### config.mk
export PLATFORM = sky130hd
export DESIGN_NAME = course_stage
export DESIGN_NICKNAME = d
export VERILOG_FILES = /design/src/hw/pyon_pkg.sv /design/src/hw/course_stage.sv
export SDC_FILE = /design/constraint.sdc
export NUM_CORES = 1
export LEC_CHECK = 0
export ABC_AREA = 1
export BUFFER_PORTS_ARGS = -buffer_cell sky130_fd_sc_hd__buf_2
export CAP_MARGIN = 20
export CORE_MARGIN = 5
export CORE_UTILIZATION = 40
export DETAILED_ROUTE_END_ITERATION = 8
export PLACE_DENSITY = 0.57
export SLEW_MARGIN = 25
export SYNTH_ARGS = -nofsm -noshare
export SYNTH_HDL_FRONTEND = slang
export SYNTH_SLANG_ARGS = --single-unit
export TNS_END_PERCENT = 30
### constraint.sdc
create_clock -name clk -period 2.54 [get_ports clk]
set_input_delay 0.254 -clock clk [delete_from_list [all_inputs] [get_ports clk]]
set_output_delay 0.254 -clock clk [all_outputs]
set_load 0.05 [all_outputs]
### src/hw/pyon_pkg.sv
package pyon_pkg;

  // ----------------------------------------------------------------------
  // widths that carry a meaning
  // ----------------------------------------------------------------------
  typedef logic [3:0]  bcd_digit_t;    // one decimal digit, 0..9
  typedef logic [6:0]  seg7_t;         // segments g..a, active low
  typedef logic [32:0] course_t;       // whole course, one bit per box
  typedef logic [7:0]  course_view_t;  // next eight boxes for the leds
  typedef logic [1:0]  speed_t;        // cpu rate select

  // ----------------------------------------------------------------------
  // course
  // ----------------------------------------------------------------------
  // bit 0 is the box under the player and a 1 means the right switch
  localparam course_t course_pattern = 33'b0_1101_0001_0101_1101_1001_0110_1000_1001;

  // ----------------------------------------------------------------------
  // scores
  // ----------------------------------------------------------------------
  localparam bcd_digit_t start_tens = 4'd3;  // both sides start at 32
  localparam bcd_digit_t start_ones = 4'd2;

  // ----------------------------------------------------------------------
  // pacing
  // ----------------------------------------------------------------------
  // a unit is 1/30 s on the board, the top level scales it down for sim
  localparam int unsigned timer_units = 30;  // one timer second

  // cpu step period per speed select, in units
  localparam int unsigned cpu_units [4] = '{
    20,  // 00  1.5 Hz
    15,  // 01  2 Hz
    10,  // 10  3 Hz
    6    // 11  5 Hz
  };

endpackage

### src/hw/course_stage.sv
`timescale 1ns/1ps

module course_stage (
  input  logic                   clk,
  input  logic                   reset,
  input  logic                   new_game,    // reloads the course
  input  logic                   enable,      // race switch
  input  logic                   left,        // left player switch
  input  logic                   right,       // right player switch
  input  logic                   race_over,   // freeze once someone won
  output logic                   step,        // one pulse per correct flip
  output logic                   course_done, // all boxes stepped
  output pyon_pkg::course_view_t course_leds, // next eight boxes
  output logic                   cue_left,    // current box is on the left
  output logic                   cue_right    // current box is on the right
);

  localparam int unsigned box_count = $bits(pyon_pkg::course_t);  // 33 boxes
  typedef logic [$clog2(box_count + 1) - 1:0] box_cnt_t;

  pyon_pkg::course_t course_q;    // box 0 is the one to step on now
  box_cnt_t          boxes_left;  // steps still to go
  logic              cur_box;     // side of the current box
  logic              match;       // matching switch is up
  logic              match_q;     // registered match
  logic              match_d;     // match one cycle older, for the edge

  assign cur_box = course_q[0];
  assign match   = cur_box ? right : left;  // 1 = right, 0 = left

  // ----------------------------------------------------------------------
  // switch match and edge detect
  // ----------------------------------------------------------------------
  // match keeps tracking through new_game so a switch held across the
  // restart does not give a free step
  always_ff @(posedge clk or posedge reset) begin
    if (reset) begin
      match_q <= 1'b0;
      match_d <= 1'b0;
    end else begin
      match_q <= match;    // sample the switch
      match_d <= match_q;  // delayed copy
    end
  end

  // rising edge of the match, only while the race can take it
  assign step = match_q & ~match_d & enable & ~race_over & ~new_game;

  // ----------------------------------------------------------------------
  // course shift register
  // ----------------------------------------------------------------------
  always_ff @(posedge clk or posedge reset) begin
    if (reset) begin
      course_q   <= pyon_pkg::course_pattern;  // fresh course
      boxes_left <= box_cnt_t'(box_count);
    end else if (new_game) begin
      course_q   <= pyon_pkg::course_pattern;  // restart reloads too
      boxes_left <= box_cnt_t'(box_count);
    end else if (step) begin
      course_q <= {1'b0, course_q[box_count-1:1]};  // next box moves under the player
      if (!course_done) begin
        boxes_left <= boxes_left - 1'b1;
      end
    end
  end

  assign course_done = (boxes_left == '0);

  // ----------------------------------------------------------------------
  // lights
  // ----------------------------------------------------------------------
  assign course_leds = course_q[7:0];  // led 0 is the current box
  assign cue_right   = cur_box;
  assign cue_left    = ~cur_box;

endmodule

==> results.sh <==
export IMPL_post_cts_buffers=0
export IMPL_worst_setup_path_type="reg -> out"
export IMPL_async_reset_ff_share_pct=100.0
export IMPL_synth_edf_count=0
export IMPL_nets=206
export IMPL_viasPerCell=4.841
export IMPL_pwr_share_comb_pct=10.3
export IMPL_antenna_found_initial=0
export IMPL_postSynthCellCount=182
export IMPL_hold_path_class="in -> async"
export IMPL_rrSetupSlack_ns=1.06
export IMPL_globalRouteOverflowTotal=0
export IMPL_p_leak_nw=1.074
export IMPL_synth_area_sq_mm=0.001926
export IMPL_crit_path_start_kind="flop"
export IMPL_holdBufCountCts=0
export IMPL_critPathCaptureType="primary output"
export IMPL_synth_seq_cells=40
export IMPL_synth_nets=191
export IMPL_placed_cells=244
export IMPL_switching_share_pct=24.62
export IMPL_fin_cells=252
export IMPL_clkTransAtPathRegs_ns=0.07
export IMPL_maxCapViolCount=0
export IMPL_std_cell_rows=25
export IMPL_drt_initial_drc_count=65
export IMPL_cts_resized=0
export IMPL_setup_viol=0
export IMPL_cts_max_level=2
export IMPL_start_util_pct=41.04
export IMPL_finClkSkew_ns=0.006225
export IMPL_drt_antenna_violating_nets=0
export IMPL_fin_hold_ws_ns=0.07597
export IMPL_die_area_sq_mm=0.006301
export IMPL_routabilityCongestion=0.7939
export IMPL_finalCriticalPeriod_ns=1.776
export IMPL_cts_root_buf="clkbuf_8"
export IMPL_area_growth_pct=8.057
export IMPL_grt_setup_unrepaired="false"
export IMPL_vias=1220
export IMPL_seqPwrFrac_pct=55.2
export IMPL_tightestPinTransition_ns=0.4961
export IMPL_cts_made_buffers=5
export IMPL_ff2ff_path_depth=6
export IMPL_crit_slowest_cell="dfstp_2"
export IMPL_r2r_start="boxes_left[0]"
export IMPL_critical_path_max_stage_delay_ns=0.53
export IMPL_min_period_over_period_pct=69.93
export IMPL_power_share_clock_pct=34.5
export IMPL_syn_avg_cell_area_sq_um=10.58
export IMPL_status="finished, final reports clean"
export IMPL_setup_tns_final_ns=0
export IMPL_internal_power_mw=0.9194
export IMPL_ioPinCount=19
export IMPL_port_buffers=18
export IMPL_hold_violations=0
export IMPL_path_delay_family="flip-flops"
export IMPL_grt_usage_pct=12.54
export IMPL_drive_gt1_share_pct=36.87
export IMPL_synthDistinctLibCells=23
export IMPL_power_density_mw_per_mm2=586.2
export IMPL_diodes=0
export IMPL_first_pass_iters=4
export IMPL_clock_latency_ns=0.28
export IMPL_grt_pass1_wl_um=6065
export IMPL_slew_headroom_pct=66.93
export IMPL_worst_setup_path_startpoint="boxes_left[0]"
export IMPL_cts_tree="yes"
export IMPL_first_global_vias=1308
export IMPL_peakVddDrop_uv=337.7
export IMPL_yosysSeqAreaShare_pct=53.15
export IMPL_synth_flop_cell="dfrtp_1"
export IMPL_path_cells="inv_1 > ha_1 > nand3_2 > inv_1 > buf_2"
export IMPL_place_hpwl_um=2402
export IMPL_critical_path_arrival_ns=1.52
export IMPL_clock_path_buffers=2
export IMPL_clkSinkCount=40
export IMPL_cp_max_fo=7
export IMPL_drc=0
export IMPL_fp_coreArea_sq_mm=0.004692
export IMPL_crit_path_frequent_cell="inv_1"
export IMPL_critPathBufInv=3
export IMPL_fmax_ghz=0.5630
export IMPL_die_w_um=79.38
export IMPL_die_h_um=79.38
export IMPL_grt_max_degree=41
export IMPL_yosysWarningCount=0
export IMPL_reg2reg_to="boxes_left[1]"
export IMPL_wl_um=3485
export IMPL_drv_slew=0
export IMPL_cp_required_ns=2.29
export IMPL_p_sw_mw=0.3003
export IMPL_wl_per_cell_um=13.83
==> metrics by stage <==
stage	setup WS, ns	total power [mW]	util [%]	instance area (sq um)
after floorplan	1.156	0.7872	-	1926
after global placement	1.100	0.8065	42.43	1991
after detailed placement	1.061	0.8119	42.43	1991
after CTS	0.7444	1.242	44.35	2081
after global routing	0.6412	1.299	44.35	2081
final	0.7638	1.220	44.35	2081
==> synth_stat cells (2+ instances only) <==
master    n  area [sq um]
buf_4     8         60.06
buf_6     3         33.78
dfrtp_1  22         550.5
ha_1      2         25.02
o22ai_2  10         125.1
nor2_1   10         37.54
inv_4     3         18.77
nand3_1   7         35.03
inv_1    44         165.2
dfstp_2  18         473.0
a22oi_2  10         125.1
nor2_4    2         22.52
o22ai_1   6         37.54
a22oi_1   5         37.54
nand2_1  21         78.83
o21ai_0   3         15.01
nand4_1   2         12.51
==> how the worst max path moves through the flow <==
| stage | to | slack [ns] | depth (start not counted) |
|---|---|---|---|
| after CTS | course_done | 0.74 | 5 |
| after global routing | course_done | 0.64 | 4 |
| after detailed placement | boxes_left[1] | 1.06 | 6 |
| after floorplan | course_done | 1.16 | 4 |
| after global placement | course_done | 1.10 | 5 |
| final | course_done | 0.76 | 5 |
==> state kept, by name, indices dropped and copies added, names as in the netlist <==
signal and flops:
boxes_left 6, course_q 32, match_d 1, match_q 1
==> logic make-up (layout without fill, tap and decap cells) <==
family | Yosys count | count (layout) | synth area share (%)
buffers and inverters | 59 | 75 | 15.14
and+or+nand+nor | 45 | 45 | 11.83
DFF | 40 | 40 | 53.15
AOI/OAI and AO/OA | 35 | 35 | 18.13
adders and majority gates | 2 | 2 | 1.299
xor gates and xnor gates | 1 | 1 | 0.4549
==> cells in the final DEF, fill, tap and decap left out <==
cell and count:
nand4_1 2, o21ai_2 1, dfstp_2 18, nor2_4 2, buf_4 2, dfrtp_1 22, clkbuf_1 2, ha_1 2
nand3_1 7, nand2_8 1, nor2_1 10, inv_1 44, inv_4 3, clkbuf_8 6, o21ai_0 3, nand2_1 21
o22ai_2 10, a22oi_1 5, a22oi_2 10, nand2_4 1, buf_2 18, nand3_2 1, o22ai_1 6, xor2_1 1
==> per-layer routing <==
metal / vias up / global-route usage (%) / part of all wire [%]
met5: - / 0 / 0
met2: 14 / 21.55 / 52
met3: 2 / 3.837 / 2.5
met4: 0 / 4.296 / 0.72
met1: 601 / 14.82 / 45
li1: 603 / - / -
==> layout make-up <==
cell class / instances / area, sq um
clock buffer: 8 / 90.09
inverter: 47 / 183.9
tap: 54 / 67.56
timing repair buffer: 20 / 105.1
sequential: 40 / 1023
multi-input combinational: 83 / 610.6
fill: 459 / 2611
==> worst min-delay path: cells and delay by family <==
family / cells / cell delay, ns
buffers and inverters: 3 / 0.54
==> power by group through the flow <==
stage	Clock [mW]	Combinational, mW	Sequential [mW]
CTS	0.441	0.128	0.673
global placement	0	0.123	0.684
global route	0.483	0.140	0.676
detailed placement	0	0.127	0.684
floorplan	0	0.103	0.684
finish	0.421	0.126	0.674
No activity file was read; power rests on OpenSTA's default activity.
