<file path="config.mk">
export PLATFORM = sky130hd
export DESIGN_NAME = result_stage_flat
export DESIGN_NICKNAME = d
export VERILOG_FILES = /design/src/hw/pyon_pkg.sv /design/src/hw/race_if.sv /design/src/hw/result_stage.sv /design/src/flat_wrapper.sv
export SDC_FILE = /design/constraint.sdc
export NUM_CORES = 1
export LEC_CHECK = 0
export BUFFER_PORTS_ARGS = -buffer_cell sky130_fd_sc_hd__buf_2
export CAP_MARGIN = 30
export CORE_MARGIN = 1
export CORE_UTILIZATION = 52
export DETAILED_ROUTE_END_ITERATION = 8
export GPL_ROUTABILITY_DRIVEN = 1
export PLACE_DENSITY = 0.87
export SKIP_LAST_GASP = 1
export SYNTH_ARGS = -nofsm -noshare
export SYNTH_HDL_FRONTEND = slang
export SYNTH_SLANG_ARGS = --single-unit
</file>
<file path="constraint.sdc">
create_clock -name clk -period 5 [get_ports clk]
set_clock_uncertainty 0.15 [all_clocks]
set_input_delay 0.5 -clock clk [delete_from_list [all_inputs] [get_ports clk]]
set_output_delay 0.5 -clock clk [all_outputs]
set_load 0.02 [all_outputs]
</file>
<file path="src/hw/pyon_pkg.sv">
package pyon_pkg;

  // ----------------------------------------------------------------------
  // widths that carry a meaning
  // ----------------------------------------------------------------------
  typedef logic [3:0]  bcd_digit_t;    // one decimal digit, 0..9
  typedef logic [6:0]  seg7_t;         // segments g..a, active low
  typedef logic [32:0] course_t;       // whole course, one bit per box
  typedef logic [7:0]  course_view_t;  // next eight boxes for the leds
  typedef logic [1:0]  speed_t;        // cpu rate select

  // ----------------------------------------------------------------------
  // course
  // ----------------------------------------------------------------------
  // bit 0 is the box under the player and a 1 means the right switch
  localparam course_t course_pattern = 33'b0_1101_0001_0101_1101_1001_0110_1000_1001;

  // ----------------------------------------------------------------------
  // scores
  // ----------------------------------------------------------------------
  localparam bcd_digit_t start_tens = 4'd3;  // both sides start at 32
  localparam bcd_digit_t start_ones = 4'd2;

  // ----------------------------------------------------------------------
  // pacing
  // ----------------------------------------------------------------------
  // a unit is 1/30 s on the board, the top level scales it down for sim
  localparam int unsigned timer_units = 30;  // one timer second

  // cpu step period per speed select, in units
  localparam int unsigned cpu_units [4] = '{
    20,  // 00  1.5 Hz
    15,  // 01  2 Hz
    10,  // 10  3 Hz
    6    // 11  5 Hz
  };

endpackage

</file>
<file path="src/hw/race_if.sv">
`timescale 1ns/1ps

interface race_if;

  pyon_pkg::bcd_digit_t player_tens;  // player boxes left
  pyon_pkg::bcd_digit_t player_ones;
  pyon_pkg::bcd_digit_t cpu_tens;     // cpu boxes left
  pyon_pkg::bcd_digit_t cpu_ones;
  pyon_pkg::bcd_digit_t time_tens;    // seconds since the race began
  pyon_pkg::bcd_digit_t time_ones;
  logic                 player_won;   // player went past zero first
  logic                 cpu_won;      // cpu went past zero first

  modport source (  // race_stage owns the counts
    output player_tens, player_ones,
    output cpu_tens, cpu_ones,
    output time_tens, time_ones,
    output player_won, cpu_won
  );

  modport sink (  // result_stage only looks
    input player_tens, player_ones,
    input cpu_tens, cpu_ones,
    input time_tens, time_ones,
    input player_won, cpu_won
  );

endinterface

</file>
<file path="src/hw/result_stage.sv">
`timescale 1ns/1ps

module result_stage (
  input  logic            clk,
  input  logic            reset,
  race_if.sink            race,  // counts and flags from the race
  output pyon_pkg::seg7_t hex0,  // time ones
  output pyon_pkg::seg7_t hex1,  // time tens
  output pyon_pkg::seg7_t hex2,  // best time ones
  output pyon_pkg::seg7_t hex3,  // best time tens
  output pyon_pkg::seg7_t hex4,  // cpu ones
  output pyon_pkg::seg7_t hex5,  // cpu tens
  output pyon_pkg::seg7_t hex6,  // player ones
  output pyon_pkg::seg7_t hex7   // player tens
);

  pyon_pkg::bcd_digit_t best_tens, best_ones;  // lowest winning time, 00 = none yet
  logic won_d;     // player_won one cycle late
  logic win_rise;  // player has just won
  logic faster;    // race time beats the best time

  // ----------------------------------------------------------------------
  // best time
  // ----------------------------------------------------------------------
  assign win_rise = race.player_won & ~won_d;
  assign faster   = (race.time_tens < best_tens) ||
                    ((race.time_tens == best_tens) && (race.time_ones < best_ones));

  always_ff @(posedge clk or posedge reset) begin
    if (reset) begin
      won_d     <= 1'b0;
      best_tens <= 4'd0;
      best_ones <= 4'd0;
    end else begin
      won_d <= race.player_won;
      if (win_rise && ((best_tens == 4'd0 && best_ones == 4'd0) || faster)) begin
        best_tens <= race.time_tens;  // timer is frozen by now
        best_ones <= race.time_ones;
      end
    end
  end

  // ----------------------------------------------------------------------
  // seven-segment decode
  // ----------------------------------------------------------------------
  function automatic pyon_pkg::seg7_t seg_decode(input pyon_pkg::bcd_digit_t d);
    case (d)
      4'd0:    seg_decode = 7'b100_0000;
      4'd1:    seg_decode = 7'b111_1001;
      4'd2:    seg_decode = 7'b010_0100;
      4'd3:    seg_decode = 7'b011_0000;
      4'd4:    seg_decode = 7'b001_1001;
      4'd5:    seg_decode = 7'b001_0010;
      4'd6:    seg_decode = 7'b000_0010;
      4'd7:    seg_decode = 7'b111_1000;
      4'd8:    seg_decode = 7'b000_0000;
      4'd9:    seg_decode = 7'b001_0000;
      default: seg_decode = 7'b100_0000;  // not a digit, show 0
    endcase
  endfunction

  assign hex0 = seg_decode(race.time_ones);
  assign hex1 = seg_decode(race.time_tens);
  assign hex2 = seg_decode(best_ones);
  assign hex3 = seg_decode(best_tens);
  assign hex4 = seg_decode(race.cpu_ones);
  assign hex5 = seg_decode(race.cpu_tens);
  assign hex6 = seg_decode(race.player_ones);
  assign hex7 = seg_decode(race.player_tens);

endmodule

</file>
<file path="src/flat_wrapper.sv">
// flat-port wrapper written by rule: the top's interface ports become plain ports
module result_stage_flat 
  (clk, reset, hex0, hex1, hex2, hex3, hex4, hex5, hex6, hex7, race_player_tens, race_player_ones, race_cpu_tens, race_cpu_ones, race_time_tens, race_time_ones, race_player_won, race_cpu_won);
  race_if race_i ();
  input  logic clk;
  input  logic reset;
  output pyon_pkg::seg7_t hex0;
  output pyon_pkg::seg7_t hex1;
  output pyon_pkg::seg7_t hex2;
  output pyon_pkg::seg7_t hex3;
  output pyon_pkg::seg7_t hex4;
  output pyon_pkg::seg7_t hex5;
  output pyon_pkg::seg7_t hex6;
  output pyon_pkg::seg7_t hex7;
  input wire logic [$bits(race_i.player_tens)-1:0] race_player_tens;
  input wire logic [$bits(race_i.player_ones)-1:0] race_player_ones;
  input wire logic [$bits(race_i.cpu_tens)-1:0] race_cpu_tens;
  input wire logic [$bits(race_i.cpu_ones)-1:0] race_cpu_ones;
  input wire logic [$bits(race_i.time_tens)-1:0] race_time_tens;
  input wire logic [$bits(race_i.time_ones)-1:0] race_time_ones;
  input wire logic [$bits(race_i.player_won)-1:0] race_player_won;
  input wire logic [$bits(race_i.cpu_won)-1:0] race_cpu_won;
  assign race_i.player_tens = race_player_tens;
  assign race_i.player_ones = race_player_ones;
  assign race_i.cpu_tens = race_cpu_tens;
  assign race_i.cpu_ones = race_cpu_ones;
  assign race_i.time_tens = race_time_tens;
  assign race_i.time_ones = race_time_ones;
  assign race_i.player_won = race_player_won;
  assign race_i.cpu_won = race_cpu_won;
  result_stage u_core (.clk(clk), .reset(reset), .race(race_i), .hex0(hex0), .hex1(hex1), .hex2(hex2), .hex3(hex3), .hex4(hex4), .hex5(hex5), .hex6(hex6), .hex7(hex7));
endmodule
</file>
==> results.md <==
* Total number of yosys warnings at 0
* Peak VDD IR at roughly 0.00017 V
* Clk network pwr share at 6.8%
* WL/cell at approximately 11 um
* Worst hold slack at 0.0392 ns
* Clock transition at path regs at roughly 0.06 ns
* Placed insts at 363
* Clk sinks at 9
* Net Count, Synth at roughly 320
* CP Max Fanout at 5
* IO Pins at 84
* Die Ht at 61.5 um
* Power density cells at 370 nW/um^2
* Setup-failing EPs final at 0
* Met3 Wirelength at between 200 and 250 um
* Initial core utilization at 54.7%
* Yosys reg bits at 9
* First-pass GRT wire length at about 6300 um
* Max-cap viol count at 0
* Total GRT Usage at 21.5%
* Post-synth top cells: nor2_1 (42), ha_1 (39), a21oi_1 (32)
* Postcts setup bufs at 0
* Cell area after layout at between 2000 and 2500 um^2
* Slew of the pin with the lowest slew margin at 0.353 ns
* Post-synth top area cell: ha_1
* Ordered cell list for the critical path: inv_1 -> ha_1 -> or3_1 -> o21ai_0 -> buf_2
* Post-route minimum period at 2.29 ns
* Setup WS post-layout at between 2 and 3 ns
* Critical path class: register to output pin
* Fin. Hold Viols at 0
* Placed cell areas at roughly 2200 um^2
* Worst min path class: primary input to asynchronous set/reset pin
* Register area share after synthesis at ~12%
* Slew headroom at between 70 and 80%
* EDFF count, synth at 0
* HPWL Detailed at 3270 um
* Layout Nets at between 300 and 400
* Share of layout cells above drive strength 1 at roughly 29%
* Antenna violations before repair at 0
* Core area at roughly 3400 um^2
* Cts hold-fix bufs at 0
* Req. time, crit path at between 4 and 5 ns
* Root buf cell: clkbuf_4
* P&R area growth vs syn at 23.3%
* Post-Syn Instances at ~250
* Yosys cell types at 26
* Met2 WL at roughly 2000 um
* Final slew viol count at 0
* Met1 WL at approximately 1700 um
* Fmax at approximately 440 MHz
* Grt total ovfl at 0
* Inserted Clock Buffers at 3
* H-tree depth at 1
* Detail Route Antenna Nets at 0
* Max Root-Sink Buffers at 2
* Worst path max stage delay at between 0.4 and 0.5 ns
* Worst Path Arrival at about 1.6 ns
* Final WL at 4000 um
* Status: completed
* Largest net degree at the start of global routing at 13
* Ys flop type: dfrtp_1
* Die Footprint at between 3000 and 4000 um^2
* Main area contributors after synthesis: ha_1 (27%), dfrtp_1 (12%), a21oi_1 (8.7%), nor2_1 (8.6%), mux2i_1 (7.1%)
* Flop pwr share at 21.1%
* DRC at 0
* Final core utilization at 67.4%
* Pint at 0.384 mW
* Avg Cell Area, Syn at 7.32 um^2
* CTS tree: yes
* Post-CTS resize count at 0
* Slowest cell on crit path: dfrtp_1
* DR pass1 iterations at 4
* Clk Latency, worst-skew pair at roughly 0.26 ns
* Diode count at 0
* Design Power at 0.839 mW
* Vias per cell at between 5 and 6
* Synth async-reset ratio at between 90% and 100%
* Unrepaired setup endpoints after global routing: false
* Tcrit/Tclk final at about 46%
* Row Count at 21
* Final TNS setup at 0 ns
* Port-buffer cells at 82
* Switching Fraction at approximately 54%
* Most instantiated library cell after synthesis: nor2_1
* Number of global-route vias before repair at between 1500 and 2000
* Startpoint Class: register
* Area fraction of the dominant cell type after synthesis at 26.5%
* WP buf/inv at 2
* Crit end category: output pin
* Leak Pwr at ~1.3 nW
* Crit-path leading delay family: flip-flops
* Switch Pwr at between 0.4 and 0.5 mW
* DRT iter0 DRCs at 58
* Gp weighted congestion at 0.820
* Comb pwr share at around 70%
* Post-Layout Cell Count at roughly 370
* Vias at about 1800
* Highest routed metal layer: met4
* Cell area after synthesis at roughly 1800 um^2
* Die Wd at between 60 and 70 um
* DP Worst Slack at about 2.7 ns
==> worst reg2reg max path: cells and delay by family, from the launching register on <==
kind            cells  cell delay (ns)
buf+inv             1             0.13
flops               1             0.54
compound gates      2             0.33
mux                 1             0.32
fa+ha+maj           1             0.34
simple gates        2             0.35
==> power by group through the flow <==
stage                     Combinational, mW  Sequential, mW  Clock [mW]
after floorplan                       0.493           0.129           0
after global placement                0.589           0.175           0
after detailed placement              0.608           0.179           0
after CTS                             0.610           0.177      0.0589
after global routing                  0.678           0.186      0.0639
final                                 0.605           0.177      0.0569
==> sequential cells by signal, summed over array words and instances, names as in the netlist <==
| signal | flops |
|---|---|
| u_core.best_ones | 4 |
| u_core.best_tens | 4 |
| u_core.won_d | 1 |
==> metal layers <==
layer / vias up / GRT usage [%]
met3: 2 / 4.62
met1: 835 / 25.3
li1: 962 / -
met4: 0 / 3.17
met2: 44 / 40.5
met5: - / 0
==> final cells by class <==
type                            count  area (um^2)
Inverter                           27          101
Timing Repair Buffer               82          410
Fill cell                         302         1100
Tap cell                           46         57.6
Clock buffer                        4         26.3
Multi-Input combinational cell    199         1450
Sequential cell                     9          225
==> cell usage in the layout (no fill, tap or decap), drive strengths merged, types with 6 or more instances in the layout <==
cell    count
nand2b     14
xnor2       8
dfrtp       9
mux2i      13
ha         39
nor2       42
inv        27
buf        82
nor3b       6
o21ai       6
nand2      18
a21oi      32
==> path summary, 6_finish.rpt <==
path | from | to | slack, ns | depth (start not counted)
worst max-delay path | u_core.best_tens[0]$_DFFE_PP0P_ | hex3[4] | 2.71 | 5
worst min-delay path | reset | u_core.best_ones[0]$_DFFE_PP0P_ | 0.04 | 2
worst max register to register | u_core.best_tens[3]$_DFFE_PP0P_ | u_core.best_ones[3]$_DFFE_PP0P_ | 2.73 | 7
worst min register to register | u_core.best_tens[0]$_DFFE_PP0P_ | u_core.best_tens[0]$_DFFE_PP0P_ | 0.53 | 2
max in group asynchronous | reset | u_core.best_tens[0]$_DFFE_PP0P_ | 4.40 | 2
min in group clk | race_player_won | u_core.won_d$_DFF_PP0_ | 0.24 | 1
==> cells by family (layout without fill, tap and decap cells) <==
kind of cell	Yosys count	count (layout)	share of synthesized area, %
xor gates and xnor gates	8	8	3.81
buffers and inverters	43	113	9.05
AOI/OAI and AO/OA	45	45	14.2
muxes	17	17	10.3
adders and majority gates	39	39	26.5
DFF	9	9	12.3
and+or+nand+nor	90	90	23.8
No activity file was read; power rests on OpenSTA's default activity.
