File: src/hw/pyon_pkg.sv
package pyon_pkg;

  // ----------------------------------------------------------------------
  // widths that carry a meaning
  // ----------------------------------------------------------------------
  typedef logic [3:0]  bcd_digit_t;    // one decimal digit, 0..9
  typedef logic [6:0]  seg7_t;         // segments g..a, active low
  typedef logic [32:0] course_t;       // whole course, one bit per box
  typedef logic [7:0]  course_view_t;  // next eight boxes for the leds
  typedef logic [1:0]  speed_t;        // cpu rate select

  // ----------------------------------------------------------------------
  // course
  // ----------------------------------------------------------------------
  // bit 0 is the box under the player and a 1 means the right switch
  localparam course_t course_pattern = 33'b0_1101_0001_0101_1101_1001_0110_1000_1001;

  // ----------------------------------------------------------------------
  // scores
  // ----------------------------------------------------------------------
  localparam bcd_digit_t start_tens = 4'd3;  // both sides start at 32
  localparam bcd_digit_t start_ones = 4'd2;

  // ----------------------------------------------------------------------
  // pacing
  // ----------------------------------------------------------------------
  // a unit is 1/30 s on the board, the top level scales it down for sim
  localparam int unsigned timer_units = 30;  // one timer second

  // cpu step period per speed select, in units
  localparam int unsigned cpu_units [4] = '{
    20,  // 00  1.5 Hz
    15,  // 01  2 Hz
    10,  // 10  3 Hz
    6    // 11  5 Hz
  };

endpackage

File: src/hw/race_if.sv
`timescale 1ns/1ps

interface race_if;

  pyon_pkg::bcd_digit_t player_tens;  // player boxes left
  pyon_pkg::bcd_digit_t player_ones;
  pyon_pkg::bcd_digit_t cpu_tens;     // cpu boxes left
  pyon_pkg::bcd_digit_t cpu_ones;
  pyon_pkg::bcd_digit_t time_tens;    // seconds since the race began
  pyon_pkg::bcd_digit_t time_ones;
  logic                 player_won;   // player went past zero first
  logic                 cpu_won;      // cpu went past zero first

  modport source (  // race_stage owns the counts
    output player_tens, player_ones,
    output cpu_tens, cpu_ones,
    output time_tens, time_ones,
    output player_won, cpu_won
  );

  modport sink (  // result_stage only looks
    input player_tens, player_ones,
    input cpu_tens, cpu_ones,
    input time_tens, time_ones,
    input player_won, cpu_won
  );

endinterface

File: src/hw/race_stage.sv
`timescale 1ns/1ps

module race_stage (
  input  logic   clk,
  input  logic   reset,
  input  logic   new_game,     // back to 32 / 32 / 00
  input  logic   step,         // player stepped onto the next box
  input  logic   course_done,  // no boxes left on the course
  input  logic   timer_tick,   // one second passed
  input  logic   cpu_tick,     // cpu takes a box
  race_if.source race,         // counts and flags out
  output logic   race_over     // either side has won
);

  pyon_pkg::bcd_digit_t p_tens, p_ones;  // player boxes left
  pyon_pkg::bcd_digit_t c_tens, c_ones;  // cpu boxes left
  pyon_pkg::bcd_digit_t t_tens, t_ones;  // race time in seconds
  logic player_won;
  logic cpu_won;
  logic player_hit;   // step that still has a box under it
  logic player_zero;  // player at 00
  logic cpu_zero;     // cpu at 00

  // ----------------------------------------------------------------------
  // bcd helpers
  // ----------------------------------------------------------------------
  function automatic logic [7:0] bcd_dec(input pyon_pkg::bcd_digit_t tens,
                                         input pyon_pkg::bcd_digit_t ones);
    logic [7:0] res;
    if (ones == 4'd0) begin
      res = {tens - 4'd1, 4'd9};  // borrow from the tens
    end else begin
      res = {tens, ones - 4'd1};
    end
    return res;
  endfunction

  function automatic logic [7:0] bcd_inc(input pyon_pkg::bcd_digit_t tens,
                                         input pyon_pkg::bcd_digit_t ones);
    logic [7:0] res;
    if (ones != 4'd9) begin
      res = {tens, ones + 4'd1};
    end else if (tens != 4'd9) begin
      res = {tens + 4'd1, 4'd0};  // carry into the tens
    end else begin
      res = 8'h00;                // 99 wraps to 00
    end
    return res;
  endfunction

  assign player_hit  = step & ~course_done;
  assign player_zero = (p_tens == 4'd0) && (p_ones == 4'd0);
  assign cpu_zero    = (c_tens == 4'd0) && (c_ones == 4'd0);
  assign race_over   = player_won | cpu_won;

  // ----------------------------------------------------------------------
  // countdowns, timer and end flags
  // ----------------------------------------------------------------------
  always_ff @(posedge clk or posedge reset) begin
    if (reset) begin
      {p_tens, p_ones} <= {pyon_pkg::start_tens, pyon_pkg::start_ones};
      {c_tens, c_ones} <= {pyon_pkg::start_tens, pyon_pkg::start_ones};
      {t_tens, t_ones} <= 8'h00;
      player_won       <= 1'b0;
      cpu_won          <= 1'b0;
    end else if (new_game) begin
      {p_tens, p_ones} <= {pyon_pkg::start_tens, pyon_pkg::start_ones};
      {c_tens, c_ones} <= {pyon_pkg::start_tens, pyon_pkg::start_ones};
      {t_tens, t_ones} <= 8'h00;
      player_won       <= 1'b0;
      cpu_won          <= 1'b0;
    end else if (!race_over) begin  // everything freezes after a win
      if (player_hit) begin
        if (player_zero) begin
          player_won <= 1'b1;  // stepped past the last box
        end else begin
          {p_tens, p_ones} <= bcd_dec(p_tens, p_ones);
        end
      end
      if (cpu_tick) begin
        if (!cpu_zero) begin
          {c_tens, c_ones} <= bcd_dec(c_tens, c_ones);
        end else if (!(player_hit && player_zero)) begin
          cpu_won <= 1'b1;  // a tie goes to the player
        end
      end
      if (timer_tick) begin
        {t_tens, t_ones} <= bcd_inc(t_tens, t_ones);
      end
    end
  end

  assign race.player_tens = p_tens;
  assign race.player_ones = p_ones;
  assign race.cpu_tens    = c_tens;
  assign race.cpu_ones    = c_ones;
  assign race.time_tens   = t_tens;
  assign race.time_ones   = t_ones;
  assign race.player_won  = player_won;
  assign race.cpu_won     = cpu_won;

endmodule

File: src/flat_wrapper.sv
// flat-port wrapper written by rule: the top's interface ports become plain ports
module race_stage_flat 
  (clk, reset, new_game, step, course_done, timer_tick, cpu_tick, race_over, race_player_tens, race_player_ones, race_cpu_tens, race_cpu_ones, race_time_tens, race_time_ones, race_player_won, race_cpu_won);
  race_if race_i ();
  input  logic clk;
  input  logic reset;
  input  logic new_game;
  input  logic step;
  input  logic course_done;
  input  logic timer_tick;
  input  logic cpu_tick;
  output logic race_over;
  output wire logic [$bits(race_i.player_tens)-1:0] race_player_tens;
  output wire logic [$bits(race_i.player_ones)-1:0] race_player_ones;
  output wire logic [$bits(race_i.cpu_tens)-1:0] race_cpu_tens;
  output wire logic [$bits(race_i.cpu_ones)-1:0] race_cpu_ones;
  output wire logic [$bits(race_i.time_tens)-1:0] race_time_tens;
  output wire logic [$bits(race_i.time_ones)-1:0] race_time_ones;
  output wire logic [$bits(race_i.player_won)-1:0] race_player_won;
  output wire logic [$bits(race_i.cpu_won)-1:0] race_cpu_won;
  assign race_player_tens = race_i.player_tens;
  assign race_player_ones = race_i.player_ones;
  assign race_cpu_tens = race_i.cpu_tens;
  assign race_cpu_ones = race_i.cpu_ones;
  assign race_time_tens = race_i.time_tens;
  assign race_time_ones = race_i.time_ones;
  assign race_player_won = race_i.player_won;
  assign race_cpu_won = race_i.cpu_won;
  race_stage u_core (.clk(clk), .reset(reset), .new_game(new_game), .step(step), .course_done(course_done), .timer_tick(timer_tick), .cpu_tick(cpu_tick), .race(race_i), .race_over(race_over));
endmodule
File: config.mk
export PLATFORM = sky130hd
export DESIGN_NAME = race_stage_flat
export DESIGN_NICKNAME = d
export VERILOG_FILES = /design/src/hw/pyon_pkg.sv /design/src/hw/race_if.sv /design/src/hw/race_stage.sv /design/src/flat_wrapper.sv
export SDC_FILE = /design/constraint.sdc
export NUM_CORES = 1
export LEC_CHECK = 0
export ABC_AREA = 0
export BUFFER_PORTS_ARGS = -buffer_cell sky130_fd_sc_hd__buf_2
export CELL_PAD_IN_SITES_DETAIL_PLACEMENT = 2
export CELL_PAD_IN_SITES_GLOBAL_PLACEMENT = 2
export CORE_MARGIN = 2
export CORE_UTILIZATION = 29
export CTS_CLUSTER_DIAMETER = 50
export DETAILED_ROUTE_END_ITERATION = 8
export HOLD_SLACK_MARGIN = 0.02
export PLACE_DENSITY_LB_ADDON = 0.08
export SETUP_SLACK_MARGIN = 0.15
export SLEW_MARGIN = 20
export SYNTH_ARGS = -nofsm -noshare
export SYNTH_HDL_FRONTEND = slang
export SYNTH_SLANG_ARGS = --single-unit
File: constraint.sdc
create_clock -name clk -period 2.05 [get_ports clk]
set_clock_uncertainty 0.15 [all_clocks]
set_input_delay 0.1025 -clock clk [delete_from_list [all_inputs] [get_ports clk]]
set_output_delay 0.1025 -clock clk [all_outputs]
set_load 0.05 [all_outputs]
==> results of run 1 <==
==> worst min path at each step <==
stage,startpoint,endpoint,slack [ns]
floorplan,reset,u_core.race.cpu_ones[2],-0.01
global placement,reset,u_core.race.player_ones[2],0.03
detailed placement,reset,u_core.race.player_ones[2],0.05
CTS,step,u_core.race.player_won,0.03
global route,step,u_core.race.player_won,0.05
finish,step,u_core.race.player_won,0.06
==> cell type report <==
class | instances | area (sq um)
Fill cell | 574 | 3060
Multi-Input combinational cell | 110 | 861
Sequential cell | 26 | 664
Timing Repair Buffer | 52 | 328
Tap cell | 70 | 87.6
Clock buffer | 4 | 55.1
Inverter | 13 | 48.8
==> Yosys cell counts, drive strengths merged (4+ instances only) <==
master	n	area, sq um
o21ai	6	30.0
inv	13	48.8
buf	5	27.5
mux2i	5	50.1
nor3	7	35.0
dfstp	6	158
a21oi	9	45.0
dfrtp	20	500
or4	4	33.8
ha	6	75.1
nor2	12	45.0
or3	4	30.0
a211o	4	36.3
nand2	7	26.3
nor4	4	25.0
==> sequential cells by signal, indices dropped and copies added (netlist names) <==
name,count
u_core.race.time_tens,4
u_core.race.cpu_won,1
u_core.race.player_tens,4
u_core.race.time_ones,4
u_core.race.player_won,1
u_core.race.cpu_ones,4
u_core.race.player_ones,4
u_core.race.cpu_tens,4
==> power by group <==
part           total [uW]  switching (uW)  internal (uW)  leakage, uW
clock network         345             173            172    0.0000288
logic                 206             131           75.4     0.000582
registers             554            21.2            532     0.000331
total                1100             325            780     0.000942
==> placed cells by master, fill, tap and decap left out, types with 4 or more instances in the layout <==
master / instances
nor3_1: 7
dfstp_2: 6
dfrtp_2: 5
inv_1: 12
buf_4: 13
mux2i_1: 5
buf_2: 33
clkbuf_8: 4
o21ai_0: 6
nor2_1: 12
dfrtp_1: 15
buf_6: 4
nand2_1: 7
ha_1: 5
a21oi_1: 7
==> metrics by stage <==
| stage | utilization (%) | hold WS [ns] | setup TNS (ns) | total power, uW |
|---|---|---|---|---|
| after CTS | 38.4 | 0.0343 | 0 | 1110 |
| after global placement | 36.0 | 0.0321 | 0 | 738 |
| after floorplan | - | -0.0122 | -0.0885 | 698 |
| final | 40.0 | 0.0563 | 0 | 1100 |
| after detailed placement | 36.0 | 0.0483 | 0 | 745 |
| after global routing | 40.0 | 0.0499 | 0 | 1160 |
==> worst max-delay path, delay by kind of cell (launching register included) <==
kind / cells / cell delay, ns
buffers and inverters: 1 / 0.15
flip-flops: 1 / 0.44
multiplexers: 1 / 0.26
AND/OR/NAND/NOR: 2 / 0.86
==> metal layers <==
| layer | GRT usage (%) | wire (microns) |
|---|---|---|
| met3 | 2.35 | 130 |
| met1 | 20.6 | 2120 |
| met2 | 29.6 | 2320 |
| met5 | 0 | 0 |
| met4 | 3.27 | 25 |
==> kinds of logic (layout without fill, tap and decap cells) <==
| kind of cell | count (synthesis) | count (layout) | synth area share, % |
|---|---|---|---|
| AND/OR/NAND/NOR | 66 | 66 | 28.0 |
| buffers and inverters | 21 | 69 | 5.79 |
| AO/OA/AOI/OAI | 31 | 31 | 13.8 |
| multiplexers | 7 | 7 | 4.73 |
| adder cells (fa/ha/maj) | 6 | 6 | 4.89 |
| flip-flops | 26 | 26 | 42.9 |
==> what timing repair did <==
action	CTS	global route
setup endpoints to repair	9	17
pin swaps	8	10
buffers inserted	5	3
hold buffers	2	0
gates cloned	0	0
resized for setup	3	13
endpoints found under the hold margin	24	0
==> results.cfg, run 1 <==
[setup_path]
cp-end-kind = flop
slowest_stage = or4b_4
r2r-start = u_core.race.player_won
rrSetupSlack_ns = 0.12
cp.required_ns = 2.09
crit_start = u_core.race.player_won
crit_fanout = 3
setup.worst_path.end = u_core.race.cpu_tens[0]
start_kind = flop
crit_type = reg -> reg
path_cells = or4b_4 > buf_6 > nor4b_4 > mux2i_1
crit_arrival_ns = 1.97
rr_endpoint = u_core.race.cpu_tens[0]
cp_slowest_stage_delay_ns = 0.56
reg2reg_depth = 4

[die]
die_w_microns = 76.8
pin_count = 34
fp.dieArea_sq_um = 5890
fp.coreArea_sq_um = 5110
start_util_pct = 30.1
rows = 26
chipHeight_microns = 76.8

[synthesis]
syn-num-nets = 170
synth-edff-count = 0
ys.flop_type = dfrtp_1
syn_inst = 157
syn_avg_cell_area_sq_um = 9.78
yosysWarnings = 0
syn_area_sq_um = 1540
ys_types = 49
async_flop_share_pct = 100
synth_seq_area_share_pct = 42.9
synth_seq_cells = 26

[placement]
io_buffers = 33
dp_hpwl_microns = 3220
place_area_sq_um = 1840
place.gp.congestion = 0.824
dp_slack_ns = 0.0481
numPlacedInstances = 261

[min_path]
hp-class = in -> reg
whs_path_depth = 3

[layout]
drive_gt1_share_pct = 44.4
finalInstanceArea_sq_um = 2040
finalNetCount = 219
antenna_cells = 0
fin_cells = 275
synthToLayoutAreaGrowth_pct = 33.2

[timing]
period_minus_slack_ns = 1.93
slew_viol_final = 0
finalHoldViolCount = 0
rsz0062_at_grt = true
worst_slew_pin_slew_ns = 0.399
fmaxAchievable_ghz = 0.519
setup-violations-final = 0
fin_crit_sh_pct = 94.0
setup_slack_ns = 0.123
slew_headroom_pct = 73.1

[route]
drc_errors = 0
routed-via-count = 1411
vias_per_cell = 5.13
first_pass_iters = 4
final_antenna_net_count = 0
drt_wl_total_microns = 4600
drtIter0Drc = 21
post_drt_wl_per_cell_microns = 16.7

[global_routing]
grt_max_degree = 27
grt_usage_pct = 16.4
antenna_found_initial = 0
grt_pass1_wl_microns = 7810
grt_pass1_vias = 1513
gr-total-overflow = 0

[power]
p_per_area_nw_per_um2 = 540
vdd_ir_drop_max_mv = 0.309
p_leak_uw = 0.000942

[run_status]
outcome = completed

[clock_tree]
cts_root_buf = clkbuf_8
clock-sinks = 26
cts_tree = yes
cts_buffers = 3
htreeDepth = 1
clk_pin_slew_ns = 0.09
clk_latency_ns = 0.27
clock_path_buffers = 2

[flow_run]
cap_violations = 0
(Power assumes the default switching activity.)
==> run 2: changes to the inputs <==
- CORE_UTILIZATION: 29 -> 32
- clock period: 2.05 -> 2.3 ns (I/O delays scaled with it)
==> results.cfg, run 2 (same netlist as run 1, synthesis figures left out) <==
[run_status]
outcome = completed

[placement]
io_buffers = 33
place.gp.congestion = 0.852
dp_hpwl_microns = 3260

[clock_tree]
cts_tree = yes
clock_path_buffers = 2
htreeDepth = 1
clk_pin_slew_ns = 0.10
cts_buffers = 3
clock-sinks = 26
cts_root_buf = clkbuf_8
postCtsSetupBuffers = 0
clk_latency_ns = 0.27

[global_routing]
grt_max_degree = 31
antenna_found_initial = 0
grt_pass1_wl_microns = 7100
grt_usage_pct = 17.2
busiest_layer = met2
grt_use_met3_pct = 2.47
grt_use_met2_pct = 29.0
grt_pass1_vias = 1395
gr-total-overflow = 0
grtUsageMet1_pct = 23.3

[setup_path]
path_cells = or4b_1 > nor4_4 > mux2_2
crit_fanout = 7
cp.required_ns = 2.32
crit_type = reg -> reg
start_kind = flop
slowest_stage = or4b_1
cp_slowest_stage_delay_ns = 0.69
path_delay_family = simple AND/OR/NAND/NOR gates
crit_arrival_ns = 2.11
cp-end-kind = flop
cp_num_buf_inv = 0

[layout]
synthToLayoutAreaGrowth_pct = 19.0
mostFrequentLayoutCell = buf_2
finish.utilization_pct = 39.2
layout_common_cells = 33 x buf_2, 17 x dfrtp_1, 13 x inv_1
finalNetCount = 203
antenna_cells = 0
drive_gt1_share_pct = 33.9

[route]
drtIter0Drc = 52
vias_per_cell = 5.51
drt_wl_total_microns = 4370
drc_errors = 0
first_pass_iters = 3
routed-via-count = 1340
post_drt_wl_per_cell_microns = 18.0
final_antenna_net_count = 0

[timing]
setup-violations-final = 0
slew_viol_final = 0
fin_crit_sh_pct = 91.1
fmaxAchievable_ghz = 0.477
finalHoldViolCount = 0
rsz0062_at_grt = true
worst_slew_pin_slew_ns = 0.561
slew_headroom_pct = 62.6
period_minus_slack_ns = 2.09
tns_ns = 0

[power]
power_uw = 918
vdd_ir_drop_max_mv = 0.207
p_per_area_nw_per_um2 = 503
p_leak_uw = 0.000856

[die]
fp.coreArea_sq_um = 4660
pin_count = 34
fp.dieArea_sq_um = 5370
die_w_microns = 73.3
chipHeight_microns = 73.3
rows = 25
start_util_pct = 32.9

[min_path]
hp-class = in -> reg

[flow_run]
cap_violations = 0
-- run 2: cell types whose count changed in the layout (fill, tap and decap cells not counted), sizes merged --
cell         delta
dlygate4sd3     -1
buf            -15
-- run 2: where the power goes --
group | total [uW] | switching, uW | internal [uW]
combinational | 154 | 108 | 46.5
sequential | 496 | 21.8 | 474
clock | 268 | 144 | 124
total | 918 | 274 | 645
-- run 2: path summary, 6_finish.rpt --
path	endpoint	startpoint	cells past startpoint	slack, ns
max	u_core.race.cpu_tens[2]	u_core.race.player_won	3	0.21
min	u_core.race.cpu_ones[0]	cpu_tick	4	0.08
max reg2reg	u_core.race.cpu_tens[2]	u_core.race.player_won	3	0.21
min reg2reg	u_core.race.cpu_tens[1]	u_core.race.cpu_tens[1]	2	0.40
max in group asynchronous	u_core.race.cpu_tens[1]	reset	4	1.09
min in group asynchronous	u_core.race.player_tens[2]	reset	3	0.25
-- run 2: layout make-up --
cell class | count | area [sq um]
fillers | 526 | 2830
multi-input cells | 110 | 813
flip-flops and latches | 26 | 662
repair buffers | 36 | 190
well taps | 54 | 67.6
inverters | 13 | 48.8
clock buffers | 4 | 45.0
-- run 2: tightest hold or removal path: cells and delay by family --
kind / cells / cell delay [ns]
AO/OA/AOI/OAI: 2 / 0.21
buffers and inverters: 2 / 0.14
-- run 2: metrics by stage --
stage	instance area, sq um	hold slack (ns)	setup WS [ns]	cells
2_1_floorplan	1540	0.000361	0.130	157
5_1_grt	1830	0.0733	0.124	243
3_5_place_dp	1750	0.0106	0.167	238
3_3_place_gp	1750	0.0000996	0.279	238
6_report	1830	0.0780	0.205	243
4_1_cts	1810	0.0720	0.178	243
-- run 2: layer usage --
layer  up-vias  part of all wire [%]
li1        639                     -
met1       682                    47
met2        17                    50
met3         2                   2.6
met4         0                  0.55
met5         -                     0
-- run 2: repair_timing --
item | 4_1_cts | 5_1_grt
hold endpoints to repair | 7 | 0
cloned | 0 | 0
setup endpoints to repair | 1 | 4
resized for setup | 1 | 3
hold buffers | 1 | 0
==> run 3: changes to the inputs <==
- GPL_TIMING_DRIVEN: default -> 0
==> results.cfg, run 3 (same netlist as run 1, synthesis figures left out) <==
[timing]
slew_headroom_pct = 56.2
worst_slew_pin_slew_ns = 0.656
fin_crit_sh_pct = 91.5
tns_ns = 0
finalHoldViolCount = 0
setup-violations-final = 0
slew_viol_final = 0
setup_slack_ns = 0.195
rsz0062_at_grt = false
period_minus_slack_ns = 2.11
fmaxAchievable_ghz = 0.475

[placement]
place.gp.congestion = 0.746
dp_slack_ns = 0.138
io_buffers = 33
dp_hpwl_microns = 3330
numPlacedInstances = 244

[layout]
antenna_cells = 0
mostFrequentLayoutCell = buf_2
layout_common_cells = 33 x buf_2, 17 x dfrtp_1, 12 x nor2_1, 12 x inv_1, 9 x a21oi_1
fin_cells = 252
finish.utilization_pct = 40.3
drive_gt1_share_pct = 33.3
finalNetCount = 212
synthToLayoutAreaGrowth_pct = 22.2

[global_routing]
grt_pass1_vias = 1513
antenna_found_initial = 0
grt_usage_pct = 18.1
grt_max_degree = 27
gr-total-overflow = 0
grt_pass1_wl_microns = 7490

[power]
p_switching_uw = 287
p_comb_share_pct = 18.0
vdd_ir_drop_max_mv = 0.199
p_clk_share_pct = 29.8
p_sw_share_pct = 30.6
p_per_area_nw_per_um2 = 499
power_uw = 937
power_frac_seq_pct = 52.2
intPower_uw = 650
p_leak_uw = 0.000876

[clock_tree]
clk_latency_ns = 0.27
clock-sinks = 26
htreeDepth = 1
cts_buffers = 3
clk_pin_slew_ns = 0.10
clock_path_buffers = 2
cts_tree = yes
cts_root_buf = clkbuf_8

[setup_path]
cp-end-kind = flop
crit_type = reg -> reg
crit_fanout = 10
start_kind = flop
reg2reg_depth = 4
cp.required_ns = 2.32
crit_arrival_ns = 2.12

[die]
die_w_microns = 73.3
start_util_pct = 32.9
fp.dieArea_sq_um = 5370
rows = 25
chipHeight_microns = 73.3
fp.coreArea_sq_um = 4660
pin_count = 34

[min_path]
whs_path_depth = 3
hp-class = in -> reg

[route]
final_antenna_net_count = 0
drtIter0Drc = 24
drt_wl_total_microns = 4430
vias_per_cell = 5.46
post_drt_wl_per_cell_microns = 17.6
routed-via-count = 1375
drc_errors = 0
first_pass_iters = 4

[flow_run]
cap_violations = 0

[run_status]
outcome = completed
==> run 3: cell types whose count changed in the layout (fill, tap and decap cells not counted) <==
cell	previous run	this run
nor3b_1	1	2
nor3b_2	2	1
clkbuf_1	1	3
buf_1	0	3
buf_6	0	1
inv_2	0	1
clkbuf_2	0	1
inv_1	13	12
dlygate4sd3_1	1	3
==> run 3: area by class of cell <==
class | instances | area (sq um)
Buffer | 8 | 42.5
Clock buffer | 4 | 45.0
Fill cell | 524 | 2780
Inverter | 13 | 48.8
Multi-Input combinational cell | 110 | 808
Sequential cell | 26 | 662
Tap cell | 54 | 67.6
Timing Repair Buffer | 37 | 203
==> run 3: worst max-delay path, stage by stage, from the launching register on <==
cell and delay (ns):
dfrtp_2 0.46, or4b_1 0.54, buf_4 0.20, nor4_4 0.28, mux2_2 0.37
==> run 3: power groups by stage <==
stage	Sequential [uW]	Combinational, uW	Clock, uW
2_1_floorplan	540	75.2	0
5_1_grt	492	186	304
3_3_place_gp	496	159	0
4_1_cts	489	171	292
6_report	489	169	279
3_5_place_dp	497	165	0
==> run 3: what timing repair did <==
action | CTS | global route
resized for setup | 2 | 2
hold buffers | 3 | 0
buffers inserted | 0 | 1
endpoints found under the setup margin | 1 | 3
hold endpoints to repair | 21 | 0
pin swaps | 0 | 0
==> run 3: per-layer routing <==
metal,GRT usage [%],share of wire (%)
met2,31.4,51
met5,0,0
met1,23.8,46
met3,2.06,1.9
met4,4.94,0.81
==> run 3: stage by stage <==
stage          instance area (sq um)  hold slack, ns
2_1_floorplan                   1540        0.000361
3_3_place_gp                    1770           0.278
3_5_place_dp                    1770           0.283
4_1_cts                         1860          0.0221
5_1_grt                         1880          0.0494
6_report                        1880          0.0192
==> run 3: final timing paths <==
check	endpoint	slack, ns	startpoint
max in group asynchronous	u_core.race.cpu_won	1.30	reset
min reg2reg	u_core.race.cpu_tens[1]	0.40	u_core.race.cpu_tens[1]
max reg2reg	u_core.race.cpu_tens[2]	0.19	u_core.race.player_won
min	u_core.race.player_tens[3]	0.02	new_game
max	u_core.race.cpu_tens[2]	0.19	u_core.race.player_won
min in group asynchronous	u_core.race.player_ones[2]	0.29	reset
